--- config.mk ---
export PLATFORM = sky130hd
export DESIGN_NAME = pos_update
export DESIGN_NICKNAME = d
export VERILOG_FILES = /design/src/common/nbody_pkg.sv /design/src/source/pos_update.sv
export SDC_FILE = /design/constraint.sdc
export NUM_CORES = 1
export LEC_CHECK = 0
export BUFFER_PORTS_ARGS = -buffer_cell sky130_fd_sc_hd__buf_2
export CAP_MARGIN = 20
export CORE_MARGIN = 2
export CORE_UTILIZATION = 40
export CTS_BUF_LIST = sky130_fd_sc_hd__clkbuf_16
export CTS_CLUSTER_DIAMETER = 50
export CTS_CLUSTER_SIZE = 8
export DETAILED_ROUTE_END_ITERATION = 10
export SKIP_LAST_GASP = 1
export SLEW_MARGIN = 25
export SYNTH_ARGS = -nofsm -noshare
export SYNTH_HDL_FRONTEND = slang
export SYNTH_SLANG_ARGS = --single-unit
--- constraint.sdc ---
create_clock -name clk -period 0.8 [get_ports clk]
set_input_delay 0.12 -clock clk [delete_from_list [all_inputs] [get_ports clk]]
set_output_delay 0.12 -clock clk [all_outputs]
set_load 0.01 [all_outputs]
--- src/common/nbody_pkg.sv ---
`default_nettype none

package nbody_pkg;

  // ========================================
  // Widths and limits
  // ========================================
  localparam int MAX_BODIES = 512;

  typedef logic [31:0] bus_word_t;
  typedef logic [63:0] word_t;
  typedef logic [8:0]  body_idx_t;
  typedef logic [6:0]  reg_code_t;

  // ========================================
  // Register codes, address bits 15 to 9
  // ========================================
  localparam reg_code_t CODE_GO       = 7'h40;
  localparam reg_code_t CODE_READ     = 7'h41;
  localparam reg_code_t CODE_N_BODIES = 7'h42;
  localparam reg_code_t CODE_GAP      = 7'h43;
  localparam reg_code_t CODE_X_LO     = 7'h44;
  localparam reg_code_t CODE_X_HI     = 7'h45;
  localparam reg_code_t CODE_Y_LO     = 7'h46;
  localparam reg_code_t CODE_Y_HI     = 7'h47;
  localparam reg_code_t CODE_VX_LO    = 7'h4a;
  localparam reg_code_t CODE_VX_HI    = 7'h4b;
  localparam reg_code_t CODE_VY_LO    = 7'h4c;
  localparam reg_code_t CODE_VY_HI    = 7'h4d;
  localparam reg_code_t CODE_DONE     = 7'h50;
  localparam reg_code_t CODE_RD_X_LO  = 7'h51;
  localparam reg_code_t CODE_RD_X_HI  = 7'h52;
  localparam reg_code_t CODE_RD_Y_LO  = 7'h53;
  localparam reg_code_t CODE_RD_Y_HI  = 7'h54;

  typedef enum logic [1:0] {FIELD_X, FIELD_Y, FIELD_VX, FIELD_VY} field_e;

  typedef enum logic [1:0] {SEQ_IDLE, SEQ_ISSUE, SEQ_DRAIN} seq_state_e;

  typedef struct packed {
    logic        chipselect;
    logic        read;
    logic        write;
    logic [15:0] addr;
    bus_word_t   writedata;
  } bus_req_t;

  typedef struct packed {
    logic      valid;
    field_e    field;
    body_idx_t index;
    word_t     data;
  } mem_wr_t;

  typedef struct packed {
    logic      valid;
    body_idx_t index;
    word_t     x;
    word_t     y;
  } upd_item_t;

endpackage

`default_nettype wire

--- src/source/pos_update.sv ---
`timescale 1ns/100ps
`default_nettype none

module pos_update #(
  parameter int ADD_LAT = 9
) (
  input  wire logic                 clk,
  input  wire logic                 rst,
  input  wire nbody_pkg::upd_item_t item_i,
  output nbody_pkg::upd_item_t      item_o
);

  logic [ADD_LAT-1:0]   vld_q;
  nbody_pkg::upd_item_t pay_q [ADD_LAT];

  // Valid bits are the only reset state in the pipe
  always_ff @(posedge clk or posedge rst) begin
    if (rst) begin
      vld_q <= '0;
    end else begin
      vld_q <= {vld_q[ADD_LAT-2:0], item_i.valid};
    end
  end

  always_ff @(posedge clk) begin
    pay_q[0] <= item_i;
    for (int i = 1; i < ADD_LAT; i++) begin
      pay_q[i] <= pay_q[i-1];
    end
  end

  always_comb begin
    item_o       = pay_q[ADD_LAT-1];
    item_o.valid = vld_q[ADD_LAT-1];
  end

endmodule

`default_nettype wire

==> results.py <==
metrics = {
    "setup_path": {
        "worst_setup_path_start": "vld_q[8]$_DFF_PP0_",
        "cp_max_fo": 1,
        "crit_end": "item_o[137]",
        "critical_r2r_launch": "vld_q[3]$_DFF_PP0_",
        "critical-path-slowest-cell": "sky130_fd_sc_hd__dfrtp_1",
        "critical_path.max_stage_delay_ns": 0.37,
        "worstSetupPathDepth": 1,
        "crit_path_launch_type": "register",
        "crit_path_cell_trace": "buf_6",
        "reg2reg_setup_slack_ns": 0.32,
        "critPathBufInv": 1,
        "critical_path_required_ns": 0.68,
        "cp_top_family": "flip-flops",
        "endpoint_kind": "output pin",
        "worstSetupPathType": "reg -> out",
        "ff2ff_path_depth": 0,
        "worst_r2r_endpoint": "vld_q[4]$_DFF_PP0_",
        "worstPathArrival_ns": 1.21,
    },
    "timing": {
        "finalWorstPathRequiredPeriod_ns": 1.33,
        "final_max_slew_viol_count": 0,
        "finalHoldViolations": 0,
        "unrepaired_setup_endpoints_after_global_routing": "true",
        "max_freq_ghz": 0.753,
        "post-route-period-util_pct": 166,
        "worst_pin_slew_ns": 0.234,
        "final.setup.worst_slack_ns": -0.527,
        "timing.slew.headroom_pct": 84.4,
        "timing.clock.skew_ns": 0.0478,
        "finalSetupTns_ns": -61.81,
        "setup_viol": 138,
    },
    "status": {
        "status": "finished with violations",
        "failed_checks": "negative setup slack",
    },
    "hold_path": {
        "hp-start": "item_i[83]",
        "timing.hold.worst.class": "in -> reg",
    },
    "cts": {
        "worst_setup_hold_path_clk_slew_ns": 0.05,
        "cts_buffer_depth": 3,
        "tritoncts": "done",
        "tritoncts.num_buffers": 179,
        "ctsHtreeMaxLevel": 4,
        "cts.repair_timing.setup_buffer_count": 0,
        "cts_root_buffer_type": "sky130_fd_sc_hd__clkbuf_16",
        "clock_sink_count": 1242,
        "clk-insertion-delay-late_ns": 0.72,
    },
    "cells_and_area": {
        "multi_input_comb_cells": 0,
        "n_fill_cell": 4814,
        "area_occupied_by_multi_input_gates_um2": 0,
        "final-seq-area_um2": 25000,
        "finalNetCount": 2041,
        "drive_gt1_share_pct": 28.8,
        "area.growth.synth_to_final_pct": 34.2,
    },
    "route": {
        "finalWirelength_mm": 35.4,
        "final_antenna_net_count": 0,
        "drt_iter0_markers": 267,
        "drt_wl_cell_um": 12.7,
        "viasPerCell": 3.66,
        "dr.pass1.iters": 4,
        "post_detailed_route_drc_marker_count": 0,
        "num_vias": 10214,
    },
    "power": {
        "power.leakage_uw": 0.0150,
        "p_per_area_nw_per_um2": 3790,
        "peakVddDrop_mv": 2.60,
    },
    "global_route": {
        "gr-total-overflow": 0,
        "antenna_violations_before_repair": 4,
        "via_count_of_the_first_global_routing_pass": 10970,
        "wire_length_of_the_first_global_routing_pass_mm": 53.7,
        "grt_start_max_net_pins": 17,
        "grt_util_all_layers_pct": 10.5,
    },
    "die": {
        "pin_count": 278,
        "design.core.area_um2": 64300,
        "rows": 93,
        "floorplan.die.width_um": 259,
        "start_util_pct": 40.3,
        "die_y_um": 259,
        "design.die.area_um2": 66900,
    },
    "synth": {
        "syn-mean-instance-area_um2": 18.8,
        "synth_area_um2": 25900,
        "dominantRegCellSynth": "sky130_fd_sc_hd__dfxtp_1",
        "netlist_instances": 1381,
        "synth_edf_count": 0,
        "synth_area_leader_cell": "sky130_fd_sc_hd__dfxtp_1",
        "ys_seq_elements": 1242,
        "post_synth_main_area_contributors": "sky130_fd_sc_hd__dfxtp_1 95%, sky130_fd_sc_hd__buf_4 4.0%, sky130_fd_sc_hd__dfrtp_1 0.87%",
        "count_of_synthesis_stage_warnings_from_yosys": 0,
        "synth_fp_nets": 1521,
        "netlist.area_leader.share_pct": 95.1,
        "synthDistinctLibCells": 4,
        "postSynth.asyncResetShare_pct": 0.725,
        "yosysSeqAreaShare_pct": 96.0,
        "yosys-top-cells-count": "1233 x sky130_fd_sc_hd__dfxtp_1, 138 x sky130_fd_sc_hd__buf_4, 9 x sky130_fd_sc_hd__dfrtp_1",
        "synth.most_common_cell": "sky130_fd_sc_hd__dfxtp_1",
    },
    "flow_run": {
        "maxCapViolCount": 0,
    },
    "placement": {
        "buffers_on_ports": 277,
        "gp_congestion": 0.709,
        "place_ws_ns": 0.186,
        "place_hpwl_mm": 16.7,
    },
}
per-stage QoR:
stage / instances / cell area (um^2) / power, uW / hold WS [ns] / utilization (%)
6_report: 2791 / 34800 / 132000 / 0.0527 / 54.1
5_1_grt: 2790 / 34800 / 137000 / 0.000469 / 54.1
4_1_cts: 2788 / 34500 / 134000 / 0.0000860 / 53.6
3_5_place_dp: 2375 / 27400 / 68300 / 0.0986 / 42.5
3_3_place_gp: 2375 / 27400 / 68200 / 0.0809 / 42.5
2_1_floorplan: 1381 / 25900 / 67700 / -0.0521 / -
worst min path at each step:
stage	to	slack [ns]	depth (start not counted)
2_1_floorplan	vld_q[0]$_DFF_PP0_	-0.05	1
4_1_cts	pay_q[0][91]$_DFF_P_	0.00009	2
3_5_place_dp	vld_q[8]$_DFF_PP0_	0.1	2
6_report	pay_q[0][83]$_DFF_P_	0.05	2
5_1_grt	pay_q[0][12]$_DFF_P_	0.0005	2
3_3_place_gp	vld_q[8]$_DFF_PP0_	0.08	2
report_power, final:
part           total, uW  internal (uW)  leakage, uW  switching [uW]
clock              63900          39500      0.00240           24300
sequential         66300          65500       0.0105             845
combinational       1970           1340      0.00209             636
routing by layer:
layer  part of all wire (%)  track usage [%]  up-vias
met3                    7.2             5.11       98
met2                     51             17.7      302
met1                     39             10.5     4705
li1                       -                -     5105
met5                  0.076                0        -
met4                    3.0             6.23        4
placed cells by master (no fill, tap or decap):
| master | count |
|---|---|
| sky130_fd_sc_hd__buf_2 | 201 |
| sky130_fd_sc_hd__buf_6 | 76 |
| sky130_fd_sc_hd__clkbuf_16 | 179 |
| sky130_fd_sc_hd__clkinv_1 | 3 |
| sky130_fd_sc_hd__clkinv_16 | 6 |
| sky130_fd_sc_hd__clkinv_2 | 4 |
| sky130_fd_sc_hd__clkinv_4 | 4 |
| sky130_fd_sc_hd__clkinv_8 | 3 |
| sky130_fd_sc_hd__clkinvlp_4 | 3 |
| sky130_fd_sc_hd__dfrtp_1 | 9 |
| sky130_fd_sc_hd__dfxtp_1 | 1158 |
| sky130_fd_sc_hd__dfxtp_2 | 75 |
| sky130_fd_sc_hd__diode_2 | 2 |
| sky130_fd_sc_hd__dlygate4sd3_1 | 200 |
| sky130_fd_sc_hd__inv_1 | 7 |
| sky130_fd_sc_hd__inv_16 | 1 |
| sky130_fd_sc_hd__inv_6 | 5 |
timing repair:
item | CTS | global route
endpoints found under the hold margin | 147 | 1
hold buffers | 199 | 1
gates resized for setup | 74 | 78
setup endpoints to repair | 138 | 147
layout make-up:
type,count,area share [%]
Antenna cell,2,0.0144
Clock buffer,179,12.9
Clock inverter,35,1.15
Inverter,1,0.0216
Sequential cell,1242,71.8
Tap cell,855,3.07
Timing Repair Buffer,477,11.1
registers in the layout (all words and copies together) (netlist names):
register,cells
pay_q,1233
vld_q,9
kinds of logic (layout without fill, tap and decap cells):
group / count (synthesis) / count (layout) / synth area share (%)
flip-flops: 1242 / 1242 / 96.0
buffers and inverters: 139 / 692 / 4.01
other: 0 / 2 / 0
Note: power is estimated with default switching activity, not from simulation.
