### config.mk
export PLATFORM = sky130hd
export DESIGN_NAME = nbody_regs
export DESIGN_NICKNAME = d
export VERILOG_FILES = /design/src/common/nbody_pkg.sv /design/src/source/nbody_regs.sv
export SDC_FILE = /design/constraint.sdc
export NUM_CORES = 1
export LEC_CHECK = 0
export ABC_AREA = 1
export BUFFER_PORTS_ARGS = -buffer_cell sky130_fd_sc_hd__buf_2
export CAP_MARGIN = 20
export CORE_AREA = 2 2 131 133
export DETAILED_ROUTE_END_ITERATION = 10
export DIE_AREA = 0 0 133 135
export GPL_TIMING_DRIVEN = 1
export HOLD_SLACK_MARGIN = 0.15
export PLACE_DENSITY = 0.74
export REMOVE_ABC_BUFFERS = 1
export SLEW_MARGIN = 40
export SYNTH_ARGS = -nofsm -noshare
export SYNTH_HDL_FRONTEND = slang
export SYNTH_SLANG_ARGS = --single-unit
### constraint.sdc
create_clock -name clk -period 1.5 [get_ports clk]
set_clock_uncertainty 0.15 [all_clocks]
set_input_delay 0.3 -clock clk [delete_from_list [all_inputs] [get_ports clk]]
set_output_delay 0.3 -clock clk [all_outputs]
set_load 0.05 [all_outputs]
### src/common/nbody_pkg.sv
`default_nettype none

package nbody_pkg;

  // ========================================
  // Widths and limits
  // ========================================
  localparam int MAX_BODIES = 512;

  typedef logic [31:0] bus_word_t;
  typedef logic [63:0] word_t;
  typedef logic [8:0]  body_idx_t;
  typedef logic [6:0]  reg_code_t;

  // ========================================
  // Register codes, address bits 15 to 9
  // ========================================
  localparam reg_code_t CODE_GO       = 7'h40;
  localparam reg_code_t CODE_READ     = 7'h41;
  localparam reg_code_t CODE_N_BODIES = 7'h42;
  localparam reg_code_t CODE_GAP      = 7'h43;
  localparam reg_code_t CODE_X_LO     = 7'h44;
  localparam reg_code_t CODE_X_HI     = 7'h45;
  localparam reg_code_t CODE_Y_LO     = 7'h46;
  localparam reg_code_t CODE_Y_HI     = 7'h47;
  localparam reg_code_t CODE_VX_LO    = 7'h4a;
  localparam reg_code_t CODE_VX_HI    = 7'h4b;
  localparam reg_code_t CODE_VY_LO    = 7'h4c;
  localparam reg_code_t CODE_VY_HI    = 7'h4d;
  localparam reg_code_t CODE_DONE     = 7'h50;
  localparam reg_code_t CODE_RD_X_LO  = 7'h51;
  localparam reg_code_t CODE_RD_X_HI  = 7'h52;
  localparam reg_code_t CODE_RD_Y_LO  = 7'h53;
  localparam reg_code_t CODE_RD_Y_HI  = 7'h54;

  typedef enum logic [1:0] {FIELD_X, FIELD_Y, FIELD_VX, FIELD_VY} field_e;

  typedef enum logic [1:0] {SEQ_IDLE, SEQ_ISSUE, SEQ_DRAIN} seq_state_e;

  typedef struct packed {
    logic        chipselect;
    logic        read;
    logic        write;
    logic [15:0] addr;
    bus_word_t   writedata;
  } bus_req_t;

  typedef struct packed {
    logic      valid;
    field_e    field;
    body_idx_t index;
    word_t     data;
  } mem_wr_t;

  typedef struct packed {
    logic      valid;
    body_idx_t index;
    word_t     x;
    word_t     y;
  } upd_item_t;

endpackage

`default_nettype wire

### src/source/nbody_regs.sv
`timescale 1ns/100ps
`default_nettype none

module nbody_regs (
  input  wire logic                 clk,
  input  wire logic                 rst,
  input  wire nbody_pkg::bus_req_t  bus_req_i,
  input  wire logic                 done_i,
  input  wire nbody_pkg::word_t     rd_x_i,
  input  wire nbody_pkg::word_t     rd_y_i,
  output nbody_pkg::mem_wr_t        mem_wr_o,
  output nbody_pkg::body_idx_t      rd_idx_o,
  output logic                      go_o,
  output logic                      read_flag_o,
  output nbody_pkg::body_idx_t      n_bodies_o,
  output nbody_pkg::bus_word_t      gap_o,
  output nbody_pkg::bus_word_t      readdata_o
);

  nbody_pkg::reg_code_t code;
  nbody_pkg::bus_word_t lo_word_q;
  nbody_pkg::reg_code_t rd_code_q;
  logic                 rd_pending_q;
  logic                 wr_stb;
  logic                 rd_stb;

  assign code     = bus_req_i.addr[15:9];
  assign rd_idx_o = bus_req_i.addr[8:0];
  assign wr_stb   = bus_req_i.chipselect & bus_req_i.write;
  assign rd_stb   = bus_req_i.chipselect & bus_req_i.read;

  // ========================================
  // Control registers
  // ========================================
  always_ff @(posedge clk or posedge rst) begin
    if (rst) begin
      go_o         <= 1'b0;
      read_flag_o  <= 1'b0;
      n_bodies_o   <= '0;
      gap_o        <= '0;
      rd_pending_q <= 1'b0;
    end else begin
      rd_pending_q <= rd_stb;
      if (wr_stb) begin
        case (code)
          nbody_pkg::CODE_GO:       go_o        <= bus_req_i.writedata[0];
          nbody_pkg::CODE_READ:     read_flag_o <= bus_req_i.writedata[0];
          nbody_pkg::CODE_N_BODIES: n_bodies_o  <= nbody_pkg::body_idx_t'(bus_req_i.writedata);
          nbody_pkg::CODE_GAP:      gap_o       <= bus_req_i.writedata;
          default: ;
        endcase
      end
    end
  end

  // Lower halves wait here for their upper half
  always_ff @(posedge clk) begin
    if (wr_stb && (code == nbody_pkg::CODE_X_LO || code == nbody_pkg::CODE_Y_LO ||
                   code == nbody_pkg::CODE_VX_LO || code == nbody_pkg::CODE_VY_LO)) begin
      lo_word_q <= bus_req_i.writedata;
    end
    if (rd_stb) begin
      rd_code_q <= code;
    end
  end

  // Upper half completes the 64-bit word
  always_comb begin
    mem_wr_o       = '0;
    mem_wr_o.index = bus_req_i.addr[8:0];
    mem_wr_o.data  = {bus_req_i.writedata, lo_word_q};
    case (code)
      nbody_pkg::CODE_X_HI: begin
        mem_wr_o.valid = wr_stb;
        mem_wr_o.field = nbody_pkg::FIELD_X;
      end
      nbody_pkg::CODE_Y_HI: begin
        mem_wr_o.valid = wr_stb;
        mem_wr_o.field = nbody_pkg::FIELD_Y;
      end
      nbody_pkg::CODE_VX_HI: begin
        mem_wr_o.valid = wr_stb;
        mem_wr_o.field = nbody_pkg::FIELD_VX;
      end
      nbody_pkg::CODE_VY_HI: begin
        mem_wr_o.valid = wr_stb;
        mem_wr_o.field = nbody_pkg::FIELD_VY;
      end
      default: ;
    endcase
  end

  // Read data lines up with the RAM output one cycle after the strobe
  always_comb begin
    readdata_o = '0;
    if (rd_pending_q) begin
      case (rd_code_q)
        nbody_pkg::CODE_DONE:    readdata_o = {31'b0, done_i};
        nbody_pkg::CODE_RD_X_LO: readdata_o = rd_x_i[31:0];
        nbody_pkg::CODE_RD_X_HI: readdata_o = rd_x_i[63:32];
        nbody_pkg::CODE_RD_Y_LO: readdata_o = rd_y_i[31:0];
        nbody_pkg::CODE_RD_Y_HI: readdata_o = rd_y_i[63:32];
        default:                 readdata_o = '1;
      endcase
    end
  end

endmodule

`default_nettype wire

==> impl_metrics.csv, run 1 <==
group,metric,value,unit
logic_synthesis,ys_async_sr_fraction,0.5301,
die,die_area,17960,um2
setup_path,worst_r2r_path_depth,2,
power,leakage,4.195,nW
layout,regArea,2272,um2
logic_synthesis,postSynthAreaPerCell,7.986,um2
layout,final_cell_area,8610,um2
logic_synthesis,yosysSeqAreaShare,0.4634,
power,power.switching,0.002132,W
placed_design,port_buffers,314,
sta,slew_headroom,0.7597,
setup_path,critPathLaunchType,"register",
power,netSwitchingFraction,0.3296,
die,start_util,0.2989,
logic_synthesis,synth_warnings,0,
clock_network,cts_tree,"built",
hold_path,hold_path_depth,2,
routing,wl_per_cell,17.81,um
setup_path,crit_chain,"buf_4 -> nor2_4 -> buf_12 -> clkbuf_16 -> nand3_1 -> nand2_1 -> nor2_4 -> nor2_1 -> buf_6",
setup_path,path_buf_inv,4,
clock_network,path_clk_slew,0.06,ns
sta,rsz0062_at_grt,"true",
logic_synthesis,synth.distinct_cells,24,
setup_path,crit_start,"rd_code_q[0]",
global_route,grt_pass1_wl,29690,um
clock_network,root_buffer,"clkbuf_16",
routing,drtPass1Iterations,5,
global_route,grt_pass1_vias,5553,
routing,drtAntennaViolNets,0,
setup_path,reg2reg_setup_slack,0.66,ns
clock_network,cts_buffer_depth,2,
logic_synthesis,synth_ff_type,"dfrtp_1",
logic_synthesis,synthTopCellsByArea,"edfxtp_1 (24%), dfrtp_1 (22%), nand3_1 (19%)",
logic_synthesis,synthCells,614,
logic_synthesis,yosysTopAreaCell,"edfxtp_1",
sta,setup_viol,34,
logic_synthesis,ys_ff_latch,83,
routing,detailroute.via_count,5848,
sta,hold_viol,0,
routing,first_iter_violations,435,
global_route,grt_usage,0.2127,
setup_path,setup.worst_path.class,"reg -> out",
clock_network,clk_latency,0.34,ns
sta,finalCriticalPeriod,2.385,ns
power,p_per_area,751.2,nW/um2
setup_path,critPathMaxStageDelay,0.46,ns
global_route,antenna_found_initial,1,
setup_path,required,1.05,ns
placed_design,place.gp.congestion,0.8935,
outcome,status,"finished with violations",
setup_path,worstSetupEndpointType,"output port",
sta,tightest_slew,0.3578,ns
routing,finalWirelength,21180,um
routing,route.detailed.drc,0,
power,p_seq_frac,0.387,
clock_network,clock_sinks,83,
power,clkPwrFrac,0.328,
layout,drive_gt1_frac,0.5335,
clock_network,htreeDepth,3,
die,rows,47,
hold_path,hold_class,"in -> reg",
sta,fin_crit_sh,1.590,
logic_synthesis,synth_common_cells,"nand3_1 (191), nand2_1 (115), nor2_1 (72)",
die,die_h,135,um
setup_path,worst_r2r_startpoint,"read_flag_o",
sta,drv_slew,0,
layout,multi_input_area,2336,um2
layout,areaGrowthSynthToFinish,75.58,%
layout,diodes,0,
global_route,grt_overflow,0,
setup_path,cpMostUsedCell,"nor2_4",
die,core,16410,um2
setup_path,reg2reg_to,"read_flag_o",
setup_path,cp_max_fo,11,
logic_synthesis,synth_edf_count,39,
hold_path,min_from,"bus_req_i[41]",
placed_design,pre_cts_ws,-0.5743,ns
setup_path,cp.arrival,1.93,ns
logic_synthesis,synth_top_area_frac,0.2388,
power,comb_power_share,0.285,
die,die_w,133,um
die,ioPinCount,342,
global_route,grt_max_degree,33,
power,intPower,0.004335,W
placed_design,hpwlAfterDp,14180,um
placed_design,dpl_cell_area,6900,um2
run,drv_cap,0,
setup_path,slowest_stage,"edfxtp_1",
hold_path,min_to,"rd_code_q[0]",
layout,post-route-util,0.5247,
layout,fin_nets,1146,
logic_synthesis,synth.most_common_cell,"nand3_1",
power,peakVddDrop,0.7612,mV
routing,viasPerCell,4.918,
setup_path,critical_path.top_delay_family,"buffers and inverters",
logic_synthesis,synth_area,4903,um2
layout,n_fill_cell,1436,
sta,finalWorstSetupSlack,-0.8849,ns
clock_network,cts_buffers,9,
outcome,violations,"setup timing",
sta,fmax,419.3,MHz
[final cells by class]
cell class / instances / area share
inverter: 27 / 0.01206
clock buffer: 11 / 0.02819
timing repair buffer: 429 / 0.3882
tap: 220 / 0.03197
sequential: 83 / 0.2639
multi-input combinational: 414 / 0.2713
clock inverter: 5 / 0.004360
[registers in the layout (all words and copies together) (netlist names)]
signal,cells
gap_o,32
go_o,1
lo_word_q,32
n_bodies_o,9
rd_code_q,7
rd_pending_q,1
read_flag_o,1
[metrics by stage]
| stage | cells | hold WS (ns) | power [W] | TNS (ns) |
|---|---|---|---|---|
| final | 1189 | 0.1737 | 0.006467 | -27.45 |
| after global routing | 1189 | 0.1731 | 0.006676 | -30.89 |
| after CTS | 1175 | 0.1635 | 0.006368 | -27.19 |
| after detailed placement | 1110 | 0.1278 | 0.004068 | -35.80 |
| after global placement | 1110 | 0.1198 | 0.004054 | -34.31 |
| after floorplan | 524 | 0.2489 | 0.003196 | -148.26 |
[worst max path at each step]
stage                      to  cells after the start
2_1_floorplan    lo_word_q[0]                      3
3_3_place_gp   readdata_o[12]                      8
3_5_place_dp    readdata_o[7]                     10
4_1_cts        readdata_o[12]                      9
5_1_grt         readdata_o[7]                     10
6_report       readdata_o[10]                      9
[cell families after synthesis]
logic type / count (synthesis) / synth area share
buffers and inverters: 117 / 0.1454
AO/OA/AOI/OAI: 22 / 0.02960
flip-flops: 83 / 0.4634
AND/OR/NAND/NOR: 392 / 0.3616
[cells in the final DEF (no fill, tap or decap), drive strengths merged]
master       Yosys  routed
a21oi            2       2
buf             87     387
nor3             1       1
nand3          192     192
clkinv           1       2
o21ai           19      19
nand4            1       1
a31oi            1       1
clkinvlp         0       2
clkbuf           3      17
dlygate4sd3      0      36
inv             26      28
dfrtp           44      44
nor4             1       1
edfxtp          39      39
nor2            80      80
nand2          117     117
[routing by layer]
layer	GRT usage	vias up	share of wire
li1	-	2710	-
met1	0.2409	2751	0.37
met2	0.3923	343	0.52
met3	0.05631	44	0.079
met4	0.06332	0	0.027
met5	0	-	0
[worst register-to-register path, stage by stage (launching register included)]
cell and delay, ns:
dfrtp_1 0.38, nand2_1 0.08, o21ai_0 0.10
[repair_timing]
item / in CTS / in global routing
endpoints found under the setup margin: 35 / 67
buffers inserted: 8 / 8
hold endpoints to repair: 121 / 0
hold buffers: 36 / 0
gates cloned: 5 / 8
resized for setup: 101 / 93
pin swaps: 20 / 47
[power groups by stage]
stage | Combinational, W | Clock, W | Sequential, W
2_1_floorplan | 0.000430 | 0 | 0.00277
6_report | 0.00184 | 0.00212 | 0.00250
4_1_cts | 0.00173 | 0.00213 | 0.00250
5_1_grt | 0.00193 | 0.00223 | 0.00251
3_5_place_dp | 0.00152 | 0 | 0.00255
3_3_place_gp | 0.00151 | 0 | 0.00254
Note: power is estimated with default switching activity, not from simulation.
==> run 2: changes to the inputs <==
--- a/config.mk
+++ b/config.mk
@@ -14,7 +14,6 @@
 export GPL_TIMING_DRIVEN = 1
 export HOLD_SLACK_MARGIN = 0.15
 export PLACE_DENSITY = 0.74
-export REMOVE_ABC_BUFFERS = 1
 export SLEW_MARGIN = 40
 export SYNTH_ARGS = -nofsm -noshare
 export SYNTH_HDL_FRONTEND = slang
==> run 2 against run 1 <==
The flow still finishes with violations (setup timing). Combinational power is 5% higher. Die area stayed put. Largest power group unchanged. Largest cell class unchanged. Register-to-register slack better by 0.04 ns. First-iteration DRC count is 31% lower.
==> impl_metrics.csv, run 2 (synthesis results as in run 1) <==
group,metric,value,unit
clock_network,path_clk_slew,0.06,ns
layout,regArea,2272,um2
layout,diodes,0,
sta,hold_viol,0,
global_route,grt_pass1_wl,29860,um
sta,hold_slack,0.1656,ns
layout,largestRegisters,"gap_o: 32 flops, lo_word_q: 32 flops, n_bodies_o: 9 flops",
layout,final_common_cell,"buf_2",
layout,n_fill_cell,1393,
die,die_w,133,um
sta,rsz0062_at_grt,"true",
clock_network,clk_latency,0.33,ns
setup_path,cp.arrival,1.95,ns
die,ioPinCount,342,
power,peakVddDrop,0.7393,mV
setup_path,reg2reg_setup_slack,0.70,ns
die,start_util,0.2989,
clock_network,root_buffer,"clkbuf_16",
global_route,grt_overflow,0,
placed_design,place.gp.congestion,0.9043,
die,die_area,17960,um2
routing,first_iter_violations,302,
sta,fin_crit_sh,1.603,
setup_path,setup.worst_path.class,"reg -> out",
die,die_h,135,um
placed_design,hpwlAfterDp,13770,um
clock_network,cts_tree,"built",
die,core,16410,um2
sta,fmax,415.8,MHz
global_route,grt_usage,0.2111,
sta,finalWorstSetupSlack,-0.9047,ns
layout,final_cell_area,9231,um2
placed_design,pre_cts_ws,-0.5595,ns
power,leakage,4.295,nW
sta,finalCriticalPeriod,2.405,ns
layout,mostFrequentLayoutCells,"buf_2 (275), nand3_1 (137), nand2_1 (93), nor2_4 (57), nand3_2 (46)",
layout,post-route-util,0.5626,
outcome,violations,"setup timing",
layout,multi_input_area,2818,um2
global_route,grt_max_degree,42,
logic_synthesis,synthesis.nets,796,
sta,setup_viol,35,
setup_path,required,1.05,ns
clock_network,cts_buffer_depth,2,
setup_path,cp_max_fo,5,
sta,drv_slew,0,
die,rows,47,
power,clkPwrFrac,0.329,
routing,route.detailed.drc,0,
power,intPower,0.004490,W
sta,slew_headroom,0.8118,
power,power.switching,0.002143,W
routing,viasPerCell,4.980,
global_route,antenna_found_initial,1,
routing,wl_per_cell,18.96,um
clock_network,htreeDepth,3,
global_route,grt_pass1_vias,5853,
placed_design,port_buffers,314,
layout,fin_nets,1151,
sta,tightest_slew,0.2820,ns
layout,areaGrowthSynthToFinish,88.26,%
layout,drive_gt1_frac,0.6027,
routing,drtPass1Iterations,5,
power,p_seq_frac,0.378,
routing,drtAntennaViolNets,0,
outcome,status,"finished with violations",
setup_path,worstSetupEndpointType,"output port",
placed_design,dpl_cell_area,7177,um2
clock_network,cts_buffers,9,
hold_path,hold_class,"in -> reg",
routing,finalWirelength,22640,um
sta,final.setup.tns,-27.32,ns
power,comb_power_share,0.293,
power,p_per_area,718.5,nW/um2
routing,detailroute.via_count,5946,
run,drv_cap,0,
setup_path,critPathLaunchType,"register",
power,netSwitchingFraction,0.3231,
clock_network,clock_sinks,83,
==> run 2: timing repair <==
item,4_1_cts,5_1_grt
resized for setup,112,96
hold buffers,36,0
buffers inserted,8,12
gates cloned,4,17
endpoints found under the setup margin,35,67
pin swaps,7,29
hold endpoints to repair,118,0
==> run 2: power groups by stage <==
stage / clock, W / combinational [W] / sequential, W
finish: 0.00218 / 0.00194 / 0.00251
global route: 0.00231 / 0.00203 / 0.00251
CTS: 0.00223 / 0.00178 / 0.00251
detailed placement: 0 / 0.00156 / 0.00255
global placement: 0 / 0.00155 / 0.00255
floorplan: 0 / 0.000933 / 0.00277
==> run 2: stage by stage <==
step	power, W	instances
floorplan	0.003700	614
global placement	0.004095	1103
detailed placement	0.004109	1103
CTS	0.006523	1167
finish	0.006633	1194
global route	0.006851	1194
==> run 2: area by class of cell <==
cell class,count,share of cell area
inverters,27,0.01152
multi-input cells,414,0.3052
clock buffers,10,0.02480
well taps,220,0.02982
clock inverters,6,0.006777
flip-flops and latches,83,0.2461
repair buffers,434,0.3757
==> run 2: path summary, 6_finish.rpt <==
kind                                from  cells after the start              to
hold reg to reg                gap_o[13]                      2       gap_o[13]
hold / removal              bus_req_i[0]                      3   n_bodies_o[0]
min in group asynchronous            rst                      3       gap_o[12]
max in group asynchronous            rst                      4   n_bodies_o[0]
setup / recovery            rd_code_q[1]                     10  readdata_o[13]
setup reg to reg           n_bodies_o[3]                      2   n_bodies_o[3]
==> run 2: critical path, stage by stage, from the launching register on <==
cell	delay, ns
edfxtp_1	0.45
inv_2	0.13
nand2_2	0.07
nor2_4	0.17
buf_6	0.15
clkbuf_16	0.15
nand3_2	0.06
nand3_2	0.11
nor2_4	0.05
nor2_4	0.12
buf_8	0.15
==> run 2: routing by layer <==
metal / vias up / wire, um / global-route usage
met5: - / 0 / 0
met4: 0 / 821 / 0.09677
met3: 67 / 2086 / 0.05706
met2: 385 / 11890 / 0.3811
met1: 2769 / 7847 / 0.2316
li1: 2725 / - / -
