### config.mk
export PLATFORM = sky130hd
export DESIGN_NAME = step_sequencer
export DESIGN_NICKNAME = d
export VERILOG_FILES = /design/src/common/nbody_pkg.sv /design/src/source/step_sequencer.sv
export SDC_FILE = /design/constraint.sdc
export NUM_CORES = 1
export LEC_CHECK = 0
export BUFFER_PORTS_ARGS = -buffer_cell sky130_fd_sc_hd__clkbuf_2
export CORE_ASPECT_RATIO = 0.7
export CORE_MARGIN = 2
export CORE_UTILIZATION = 45
export CTS_BUF_LIST = sky130_fd_sc_hd__clkbuf_8
export DETAILED_ROUTE_END_ITERATION = 16
export PLACE_DENSITY = 0.76
export SETUP_SLACK_MARGIN = 0.05
export SYNTH_ARGS = -nofsm -noshare
export SYNTH_HDL_FRONTEND = slang
export SYNTH_SLANG_ARGS = --single-unit
### constraint.sdc
create_clock -name clk -period 5.6 [get_ports clk]
set_input_delay 0.28 -clock clk [delete_from_list [all_inputs] [get_ports clk]]
set_output_delay 0.28 -clock clk [all_outputs]
set_load 0.1 [all_outputs]
### src/common/nbody_pkg.sv
`default_nettype none

package nbody_pkg;

  // ========================================
  // Widths and limits
  // ========================================
  localparam int MAX_BODIES = 512;

  typedef logic [31:0] bus_word_t;
  typedef logic [63:0] word_t;
  typedef logic [8:0]  body_idx_t;
  typedef logic [6:0]  reg_code_t;

  // ========================================
  // Register codes, address bits 15 to 9
  // ========================================
  localparam reg_code_t CODE_GO       = 7'h40;
  localparam reg_code_t CODE_READ     = 7'h41;
  localparam reg_code_t CODE_N_BODIES = 7'h42;
  localparam reg_code_t CODE_GAP      = 7'h43;
  localparam reg_code_t CODE_X_LO     = 7'h44;
  localparam reg_code_t CODE_X_HI     = 7'h45;
  localparam reg_code_t CODE_Y_LO     = 7'h46;
  localparam reg_code_t CODE_Y_HI     = 7'h47;
  localparam reg_code_t CODE_VX_LO    = 7'h4a;
  localparam reg_code_t CODE_VX_HI    = 7'h4b;
  localparam reg_code_t CODE_VY_LO    = 7'h4c;
  localparam reg_code_t CODE_VY_HI    = 7'h4d;
  localparam reg_code_t CODE_DONE     = 7'h50;
  localparam reg_code_t CODE_RD_X_LO  = 7'h51;
  localparam reg_code_t CODE_RD_X_HI  = 7'h52;
  localparam reg_code_t CODE_RD_Y_LO  = 7'h53;
  localparam reg_code_t CODE_RD_Y_HI  = 7'h54;

  typedef enum logic [1:0] {FIELD_X, FIELD_Y, FIELD_VX, FIELD_VY} field_e;

  typedef enum logic [1:0] {SEQ_IDLE, SEQ_ISSUE, SEQ_DRAIN} seq_state_e;

  typedef struct packed {
    logic        chipselect;
    logic        read;
    logic        write;
    logic [15:0] addr;
    bus_word_t   writedata;
  } bus_req_t;

  typedef struct packed {
    logic      valid;
    field_e    field;
    body_idx_t index;
    word_t     data;
  } mem_wr_t;

  typedef struct packed {
    logic      valid;
    body_idx_t index;
    word_t     x;
    word_t     y;
  } upd_item_t;

endpackage

`default_nettype wire

### src/source/step_sequencer.sv
`timescale 1ns/100ps
`default_nettype none

module step_sequencer (
  input  wire logic                 clk,
  input  wire logic                 rst,
  input  wire logic                 go_i,
  input  wire logic                 read_flag_i,
  input  wire nbody_pkg::body_idx_t n_bodies_i,
  input  wire nbody_pkg::bus_word_t gap_i,
  input  wire logic                 wb_valid_i,
  output logic                      busy_o,
  output logic                      upd_rd_valid_o,
  output nbody_pkg::body_idx_t      upd_rd_idx_o,
  output logic                      done_o
);

  nbody_pkg::seq_state_e state_q;
  nbody_pkg::body_idx_t  rd_cnt_q;
  nbody_pkg::body_idx_t  wb_cnt_q;
  nbody_pkg::bus_word_t  step_cnt_q;

  assign busy_o         = (state_q != nbody_pkg::SEQ_IDLE);
  assign upd_rd_valid_o = (state_q == nbody_pkg::SEQ_ISSUE);
  assign upd_rd_idx_o   = rd_cnt_q;

  // ========================================
  // Run FSM
  // ========================================
  always_ff @(posedge clk or posedge rst) begin
    if (rst) begin
      state_q    <= nbody_pkg::SEQ_IDLE;
      rd_cnt_q   <= '0;
      wb_cnt_q   <= '0;
      step_cnt_q <= '0;
      done_o     <= 1'b0;
    end else begin
      // Count write-backs of the current step
      if (busy_o && wb_valid_i) begin
        wb_cnt_q <= wb_cnt_q + 1'b1;
      end

      if (!go_i) begin
        // Abort, in-flight items still land in the RAMs
        state_q <= nbody_pkg::SEQ_IDLE;
      end else begin
        case (state_q)
          nbody_pkg::SEQ_IDLE: begin
            if (done_o && read_flag_i) begin
              done_o <= 1'b0;
            end else if (!read_flag_i && !done_o) begin
              state_q    <= nbody_pkg::SEQ_ISSUE;
              step_cnt_q <= '0;
              rd_cnt_q   <= '0;
              wb_cnt_q   <= '0;
            end
          end
          nbody_pkg::SEQ_ISSUE: begin
            rd_cnt_q <= rd_cnt_q + 1'b1;
            if (rd_cnt_q == n_bodies_i - 1'b1) begin
              state_q <= nbody_pkg::SEQ_DRAIN;
            end
          end
          nbody_pkg::SEQ_DRAIN: begin
            if (wb_cnt_q == n_bodies_i) begin
              if (step_cnt_q == gap_i - 1'b1) begin
                done_o  <= 1'b1;
                state_q <= nbody_pkg::SEQ_IDLE;
              end else begin
                // Next step reads the positions just written
                step_cnt_q <= step_cnt_q + 1'b1;
                rd_cnt_q   <= '0;
                wb_cnt_q   <= '0;
                state_q    <= nbody_pkg::SEQ_ISSUE;
              end
            end
          end
          default: state_q <= nbody_pkg::SEQ_IDLE;
        endcase
      end
    end
  end

  a_done_idle: assert property (@(posedge clk) disable iff (rst)
    done_o |-> (state_q == nbody_pkg::SEQ_IDLE));

  a_rd_in_range: assert property (@(posedge clk) disable iff (rst)
    upd_rd_valid_o |-> (upd_rd_idx_o < n_bodies_i));

endmodule

`default_nettype wire

==> flow_metrics.tcl, run 1 <==
set metrics [dict create \
    io_pins 58 \
    num_vias 4647 \
    synth_seq_cells 53 \
    crit_end "done_o$_DFFE_PP0P_" \
    hpwl_um 9690 \
    cp-end-kind "register" \
    p_per_area_mw_per_mm2 250 \
    synth_top_family_by_area "simple AND/OR/NAND/NOR gates" \
    hold_buffers 0 \
    track_usage_pct 22.6 \
    synthesis.area_mm2 0.00461 \
    die_area_mm2 0.0111 \
    h-tree-depth 2 \
    fmax_mhz 266 \
    r2r_cells 9 \
    tightestPinTransition_ns 1.03 \
    synth.distinct_cells 56 \
    vias_per_cell 6.28 \
    maxCapViolations 0 \
    drive_gt1_share_pct 14.1 \
    coreArea_mm2 0.00983 \
    fin_crit_ns 3.76 \
    cp-startpoint "gap_i[0]" \
    rsz0062_at_grt "false" \
    tns_ns 0 \
    cts_root_buf "clkbuf_8" \
    grt_pass1_vias 4135 \
    peakVddDrop_v 0.000213 \
    die_h_um 88.7 \
    final_cell_mix "clkbuf_2 (57), dfrtp_1 (53), xnor2_1 (47)" \
    r2r_start "wb_cnt_q[0]$_DFF_PP0_" \
    crit_arrival_ns 4.02 \
    grt_max_degree 69 \
    final-setup-viol-count 0 \
    grt_pass1_wl_um 20600 \
    finalNetCount 662 \
    port-buffer-count 57 \
    synthCells 572 \
    cts_tree "done" \
    clkTransAtPathRegs_ns 0.10 \
    ant_nets 0 \
    cts_made_buffers 5 \
    crit_path_start_kind "input port" \
    synth_xor_area_share_pct 13.3 \
    whs_ns 0.113 \
    num_rows 30 \
    syn_area_per_cell_um2 8.06 \
    slew_viol_final 0 \
    postCtsSetupRepairBufs 0 \
    place_congestion 0.990 \
    worstPathRequired_ns 5.86 \
    synth-compound-area-share_pct 15.7 \
    r2r_end "step_cnt_q[6]$_DFFE_PP0P_" \
    worst-path-max-fanout 7 \
    power_leakage_nw 1.96 \
    crit_type "in2reg" \
    reg2reg_slack_ns 2.06 \
    cts_resized 0 \
    hold_path_class "in2async" \
    yosys_most_used_dff "dfrtp_1" \
    cts_sinks 53 \
    initial_utilization_pct 46.9 \
    synth_edf_count 0 \
    remaining_drc_errors 0 \
    wire_per_inst_um 17.2 \
    min_period_over_period_pct 67.1 \
    overflow 0 \
    status "finished, final reports clean" \
    synth_fa_ha_area_share_pct 1.36 \
    clkLatencyLatePin_ns 0.32 \
    wirelength_um 12700 \
    ys_seq_area_share_pct 28.8 \
    synthMuxAreaShare_pct 1.09 \
    hold_viol_final 0 \
    synth_nets 623 \
    async_flop_share_pct 100 \
    yosysWarnings 0 \
    skew_ns 0.00745 \
    layout_commonest_cell "clkbuf_2" \
    antenna_found_initial 0 \
    synthSimpleGateAreaFrac_pct 35.1 \
    clock_path_buffers 2 \
    drtIter0Drc 499 \
    n_antenna_cell 0 \
    slew_headroom_pct 31.4 \
    die_w_um 125 \
    drt-pass1-iter-count 5 \
    area_growth_pct 8.79 \
]
-- cell usage after synthesis, drive strengths merged, types with 4 or more instances --
| cell | instances | share of area [%] |
|---|---|---|
| or3 | 28 | 3.8 |
| a21oi | 40 | 4.3 |
| a31oi | 13 | 1.8 |
| nand2b | 5 | 0.68 |
| nor3 | 22 | 2.8 |
| nand4 | 25 | 3.4 |
| nor2b | 6 | 0.81 |
| nor4 | 23 | 3.9 |
| ha | 5 | 1.4 |
| and4 | 5 | 0.95 |
| nand2 | 38 | 3.1 |
| inv | 17 | 1.4 |
| o31ai | 16 | 2.6 |
| buf | 8 | 1.7 |
| xnor2 | 47 | 8.9 |
| nor4b | 5 | 0.95 |
| o21ai | 29 | 3.1 |
| nand3 | 31 | 3.4 |
| xor2 | 23 | 4.4 |
| or4 | 22 | 3.7 |
| and3 | 8 | 1.1 |
| nor3b | 4 | 0.65 |
| clkbuf | 21 | 1.7 |
| dfrtp | 53 | 29 |
| mux2i | 5 | 1.1 |
| o211ai | 5 | 0.81 |
| nor2 | 37 | 3.1 |
-- area by class of cell --
class	count	area, µm²
Clock inverter	3	17.5
Fill cell	952	4820
Clock buffer	5	68.8
Tap cell	128	160
Timing Repair Buffer	61	315
Sequential cell	53	1330
Inverter	17	63.8
Multi-Input combinational cell	473	3070
-- sequential cells by signal, summed over array words and instances (netlist names) --
register	count
done_o	1
upd_rd_idx_o	9
state_q	2
step_cnt_q	32
wb_cnt_q	9
-- per-stage QoR --
| stage | setup slack [ns] | power [mW] | util [%] | area (µm²) | instances |
|---|---|---|---|---|---|
| detailed placement | 1.64 | 1.03 | 50.1 | 4930 | 732 |
| global route | 1.57 | 1.32 | 51.0 | 5020 | 740 |
| floorplan | 2.53 | 0.890 | - | 4610 | 572 |
| CTS | 1.97 | 1.25 | 51.0 | 5020 | 740 |
| finish | 1.84 | 1.25 | 51.0 | 5020 | 740 |
| global placement | 1.67 | 1.01 | 50.1 | 4930 | 732 |
-- worst max-delay path, cell delays in order --
cell and delay [ns]:
clkbuf_2 0.12, inv_1 0.07, ha_1 0.27, nor3b_1 0.64, nand3_1 0.17, xnor2_1 0.31, or4b_2 0.64, nor4_1 0.39
nand3_1 0.14, nor4_1 0.60, nor3b_1 0.26, a21o_1 0.11
-- kinds of logic (layout without fill, tap and decap cells) --
group / Yosys count / after routing
multiplexers: 5 / 5
AND/OR/NAND/NOR: 274 / 274
AO/OA/AOI/OAI: 119 / 119
adder cells (fa/ha/maj): 5 / 5
flip-flops: 53 / 53
buffers and inverters: 46 / 86
XOR/XNOR: 70 / 70
-- report_power, final --
part | internal (mW) | leakage (nW) | switching (mW) | total [mW]
Clock | 0.0868 | 0.0439 | 0.138 | 0.225
Sequential | 0.414 | 0.735 | 0.0574 | 0.471
Combinational | 0.127 | 1.18 | 0.431 | 0.558
Total | 0.628 | 1.96 | 0.627 | 1.25
-- worst min path at each step --
stage | startpoint | endpoint | slack, ns | depth (start not counted)
final | rst | step_cnt_q[30]$_DFFE_PP0P_ | 0.11 | 3
after global routing | rst | state_q[1]$_DFFE_PP0P_ | 0.19 | 3
after CTS | rst | wb_cnt_q[8]$_DFF_PP0_ | 0.15 | 3
after detailed placement | rst | wb_cnt_q[4]$_DFF_PP0_ | 0.49 | 3
after global placement | rst | step_cnt_q[28]$_DFFE_PP0P_ | 0.49 | 3
after floorplan | read_flag_i | done_o$_DFFE_PP0P_ | 0.47 | 2
-- per-layer routing --
metal	share of wire [%]	track usage (%)
met1	48	33.4
met2	44	34.7
met3	7.1	4.84
met4	1.1	3.84
met5	0	0
(Power assumes the default switching activity.)
==> inputs of run 2 (changes only) <==
- ABC_AREA: default -> 1
- clock period: 5.6 -> 3.8 ns (I/O delays scaled with it)
==> flow_metrics.tcl, run 2 <==
set metrics [dict create \
    postCtsSetupRepairBufs 0 \
    largest_register_ffs 32 \
    power_leakage_nw 2.77 \
    netlist_top_cells_count "nand2_1 (287), nor2_1 (156), inv_1 (87), nand3_1 (60), xor2_1 (56)" \
    power_mw 1.75 \
    fin_cells 1058 \
    clkLatencyLatePin_ns 0.32 \
    grt_pass1_wl_um 23200 \
    tightestPinTransition_ns 0.774 \
    finalNetCount 955 \
    num-fill-cells 1182 \
    top_register "step_cnt_q" \
    vias_per_cell 5.04 \
    min_period_over_period_pct 70.6 \
    swShare_pct 47.0 \
    final-setup-viol-count 0 \
    synth_nets 908 \
    r2r_end "wb_cnt_q[2]$_DFF_PP0_" \
    power_frac_seq_pct 38.3 \
    remaining_drc_errors 0 \
    fin_area_mm2 0.00566 \
    internal_power_mw 0.926 \
    cp-end-kind "register" \
    place_congestion 0.953 \
    die_h_um 93.6 \
    yosys.area.top_type "dfrtp_1" \
    synth.distinct_cells 29 \
    reg2reg_slack_ns 1.12 \
    synth_top_area_share_pct 25.7 \
    grt_pass1_vias 4591 \
    drt-pass1-iter-count 6 \
    path_common_cell "nor2_1" \
    crit_chain "or2_2 > nand4_1 > nor2_1 > and3_1 > o21ai_0 > nor2_2 > buf_4 > nand2_2 > inv_2 > nor2_1" \
    antenna_found_initial 0 \
    p_per_area_mw_per_mm2 309 \
    path_buf_inv 2 \
    crit_type "reg2reg" \
    worstPathRequired_ns 4.04 \
    cts_root_buf "clkbuf_8" \
    clkTransAtPathRegs_ns 0.10 \
    cts_sinks 53 \
    hpwl_um 11000 \
    overflow 0 \
    final_cell_mix "nand2_1 (287), nor2_1 (155), inv_1 (86)" \
    die_area_mm2 0.0124 \
    track_usage_pct 23.1 \
    h-tree-depth 2 \
    peakVddDrop_v 0.000269 \
    yosysWarnings 0 \
    synth_seq_cells 53 \
    io_pins 58 \
    rsz0062_at_grt "false" \
    maxCapViolations 0 \
    fmax_mhz 373 \
    wire_per_inst_um 13.2 \
    max_stage_delay_ns 0.55 \
    cts_made_buffers 5 \
    clock_path_buffers 2 \
    r2r_start "wb_cnt_q[3]$_DFF_PP0_" \
    cts_resized 0 \
    synthCells 857 \
    async_flop_share_pct 100 \
    syn_area_per_cell_um2 6.02 \
    n_antenna_cell 0 \
    synthTopCellsByArea "dfrtp_1 (26%), nand2_1 (21%), nor2_1 (11%)" \
    synth_edf_count 0 \
    fin_crit_ns 2.68 \
    critPathTopFamily "simple AND/OR/NAND/NOR gates" \
    min_path_cells 4 \
    ys_seq_area_share_pct 25.7 \
    drtIter0Drc 527 \
    ant_nets 0 \
    worstHoldStart "go_i" \
    layout_commonest_cell "nand2_1" \
    tns_ns 0 \
    yosysMostFrequentCell "nand2_1" \
    area_growth_pct 9.67 \
    drive_gt1_share_pct 9.94 \
    yosys_most_used_dff "dfrtp_1" \
    num_rows 32 \
    power_frac_comb_pct 42.0 \
    power.switching_mw 0.822 \
    cts_tree "done" \
    worst-path-max-fanout 34 \
    num_vias 5328 \
    grt_max_degree 39 \
    wirelength_um 14000 \
    crit_path_start_kind "register" \
    r2r_cells 10 \
    slew_headroom_pct 48.2 \
    placed_area_mm2 0.00555 \
    worstHoldEndpoint "state_q[1]$_DFFE_PP0P_" \
    hold_path_class "in2reg" \
    crit_arrival_ns 2.92 \
    power_frac_clock_pct 19.7 \
    skew_ns 0.0152 \
    initial_utilization_pct 46.5 \
    port-buffer-count 57 \
    slowest_stage "nand2_2" \
    hold_viol_final 0 \
    dp_cells 1049 \
    status "finished, final reports clean" \
    coreArea_mm2 0.0111 \
    die_w_um 132 \
    synthesis.area_mm2 0.00516 \
    slew_viol_final 0 \
]
==> run 2: cell count changes after synthesis, moves of 29 or more <==
| cell | before | now |
|---|---|---|
| a21oi_1 | 40 | 2 |
| inv_1 | 17 | 87 |
| nand2_1 | 38 | 287 |
| nand3_1 | 31 | 60 |
| nor2_1 | 36 | 156 |
| xor2_1 | 23 | 56 |
==> run 2: power groups by stage <==
| stage | Clock [mW] | Sequential, mW | Combinational, mW |
|---|---|---|---|
| 6_report | 0.344 | 0.669 | 0.735 |
| 5_1_grt | 0.372 | 0.678 | 0.817 |
| 4_1_cts | 0.352 | 0.668 | 0.733 |
| 3_5_place_dp | 0 | 0.679 | 0.730 |
| 3_3_place_gp | 0 | 0.677 | 0.725 |
| 2_1_floorplan | 0 | 0.743 | 0.484 |
==> run 2: per-stage QoR <==
stage          worst slack [ns]  util (%)  hold WS, ns
4_1_cts                    1.14      51.0        0.236
3_3_place_gp               1.15      50.1        0.323
3_5_place_dp               1.07      50.1        0.316
5_1_grt                   0.879      51.0        0.264
2_1_floorplan             0.904         -        0.438
6_report                   1.12      51.0        0.254
==> run 2: routing by layer <==
layer | GRT usage (%) | share of wire, % | routed length, µm | vias up
met5 | 0 | 0 | 0 | -
met4 | 3.80 | 0.56 | 78 | 0
met3 | 4.07 | 7.5 | 1060 | 9
met2 | 32.1 | 39 | 5470 | 177
met1 | 37.0 | 53 | 7400 | 2384
li1 | - | - | - | 2758
==> run 2: worst register-to-register path, stage by stage (launching register included) <==
cell     delay [ns]
dfrtp_1        0.43
or2_2          0.31
nand4_1        0.08
nor2_1         0.05
and3_1         0.20
o21ai_0        0.34
nor2_2         0.05
buf_4          0.26
nand2_2        0.56
inv_2          0.18
nor2_1         0.15
==> run 2: worst max-delay path by stage <==
stage / slack (ns) / cells after the start / start / to
CTS: 1.14 / 10 / wb_cnt_q[3]$_DFF_PP0_ / wb_cnt_q[2]$_DFF_PP0_
floorplan: 0.90 / 6 / state_q[0]$_DFFE_PP0P_ / upd_rd_idx_o[2]$_DFFE_PP0P_
finish: 1.12 / 10 / wb_cnt_q[3]$_DFF_PP0_ / wb_cnt_q[2]$_DFF_PP0_
global route: 0.88 / 10 / wb_cnt_q[3]$_DFF_PP0_ / wb_cnt_q[2]$_DFF_PP0_
global placement: 1.15 / 14 / gap_i[5] / wb_cnt_q[8]$_DFF_PP0_
detailed placement: 1.07 / 14 / gap_i[5] / wb_cnt_q[2]$_DFF_PP0_
==> run 2: layout make-up <==
| class | instances | area [µm²] | area share (%) |
|---|---|---|---|
| Clock buffer | 6 | 82.6 | 1.46 |
| Timing Repair Buffer | 63 | 333 | 5.88 |
| Multi-Input combinational cell | 692 | 3380 | 59.7 |
| Inverter | 89 | 334 | 5.90 |
| Clock inverter | 2 | 13.8 | 0.243 |
| Sequential cell | 53 | 1330 | 23.4 |
| Tap cell | 153 | 191 | 3.38 |
==> run 2: what timing repair did <==
item                                    4_1_cts  5_1_grt
endpoints found under the hold margin        31        0
hold buffers                                  1        0
endpoints found under the setup margin        0        0
==> run 2: kinds of logic after synthesis <==
logic type	synth area share, %
simple gates	47.4
buf+inv	8.87
xor+xnor	14.8
flops	25.7
compound gates	2.08
fa+ha+maj	1.21
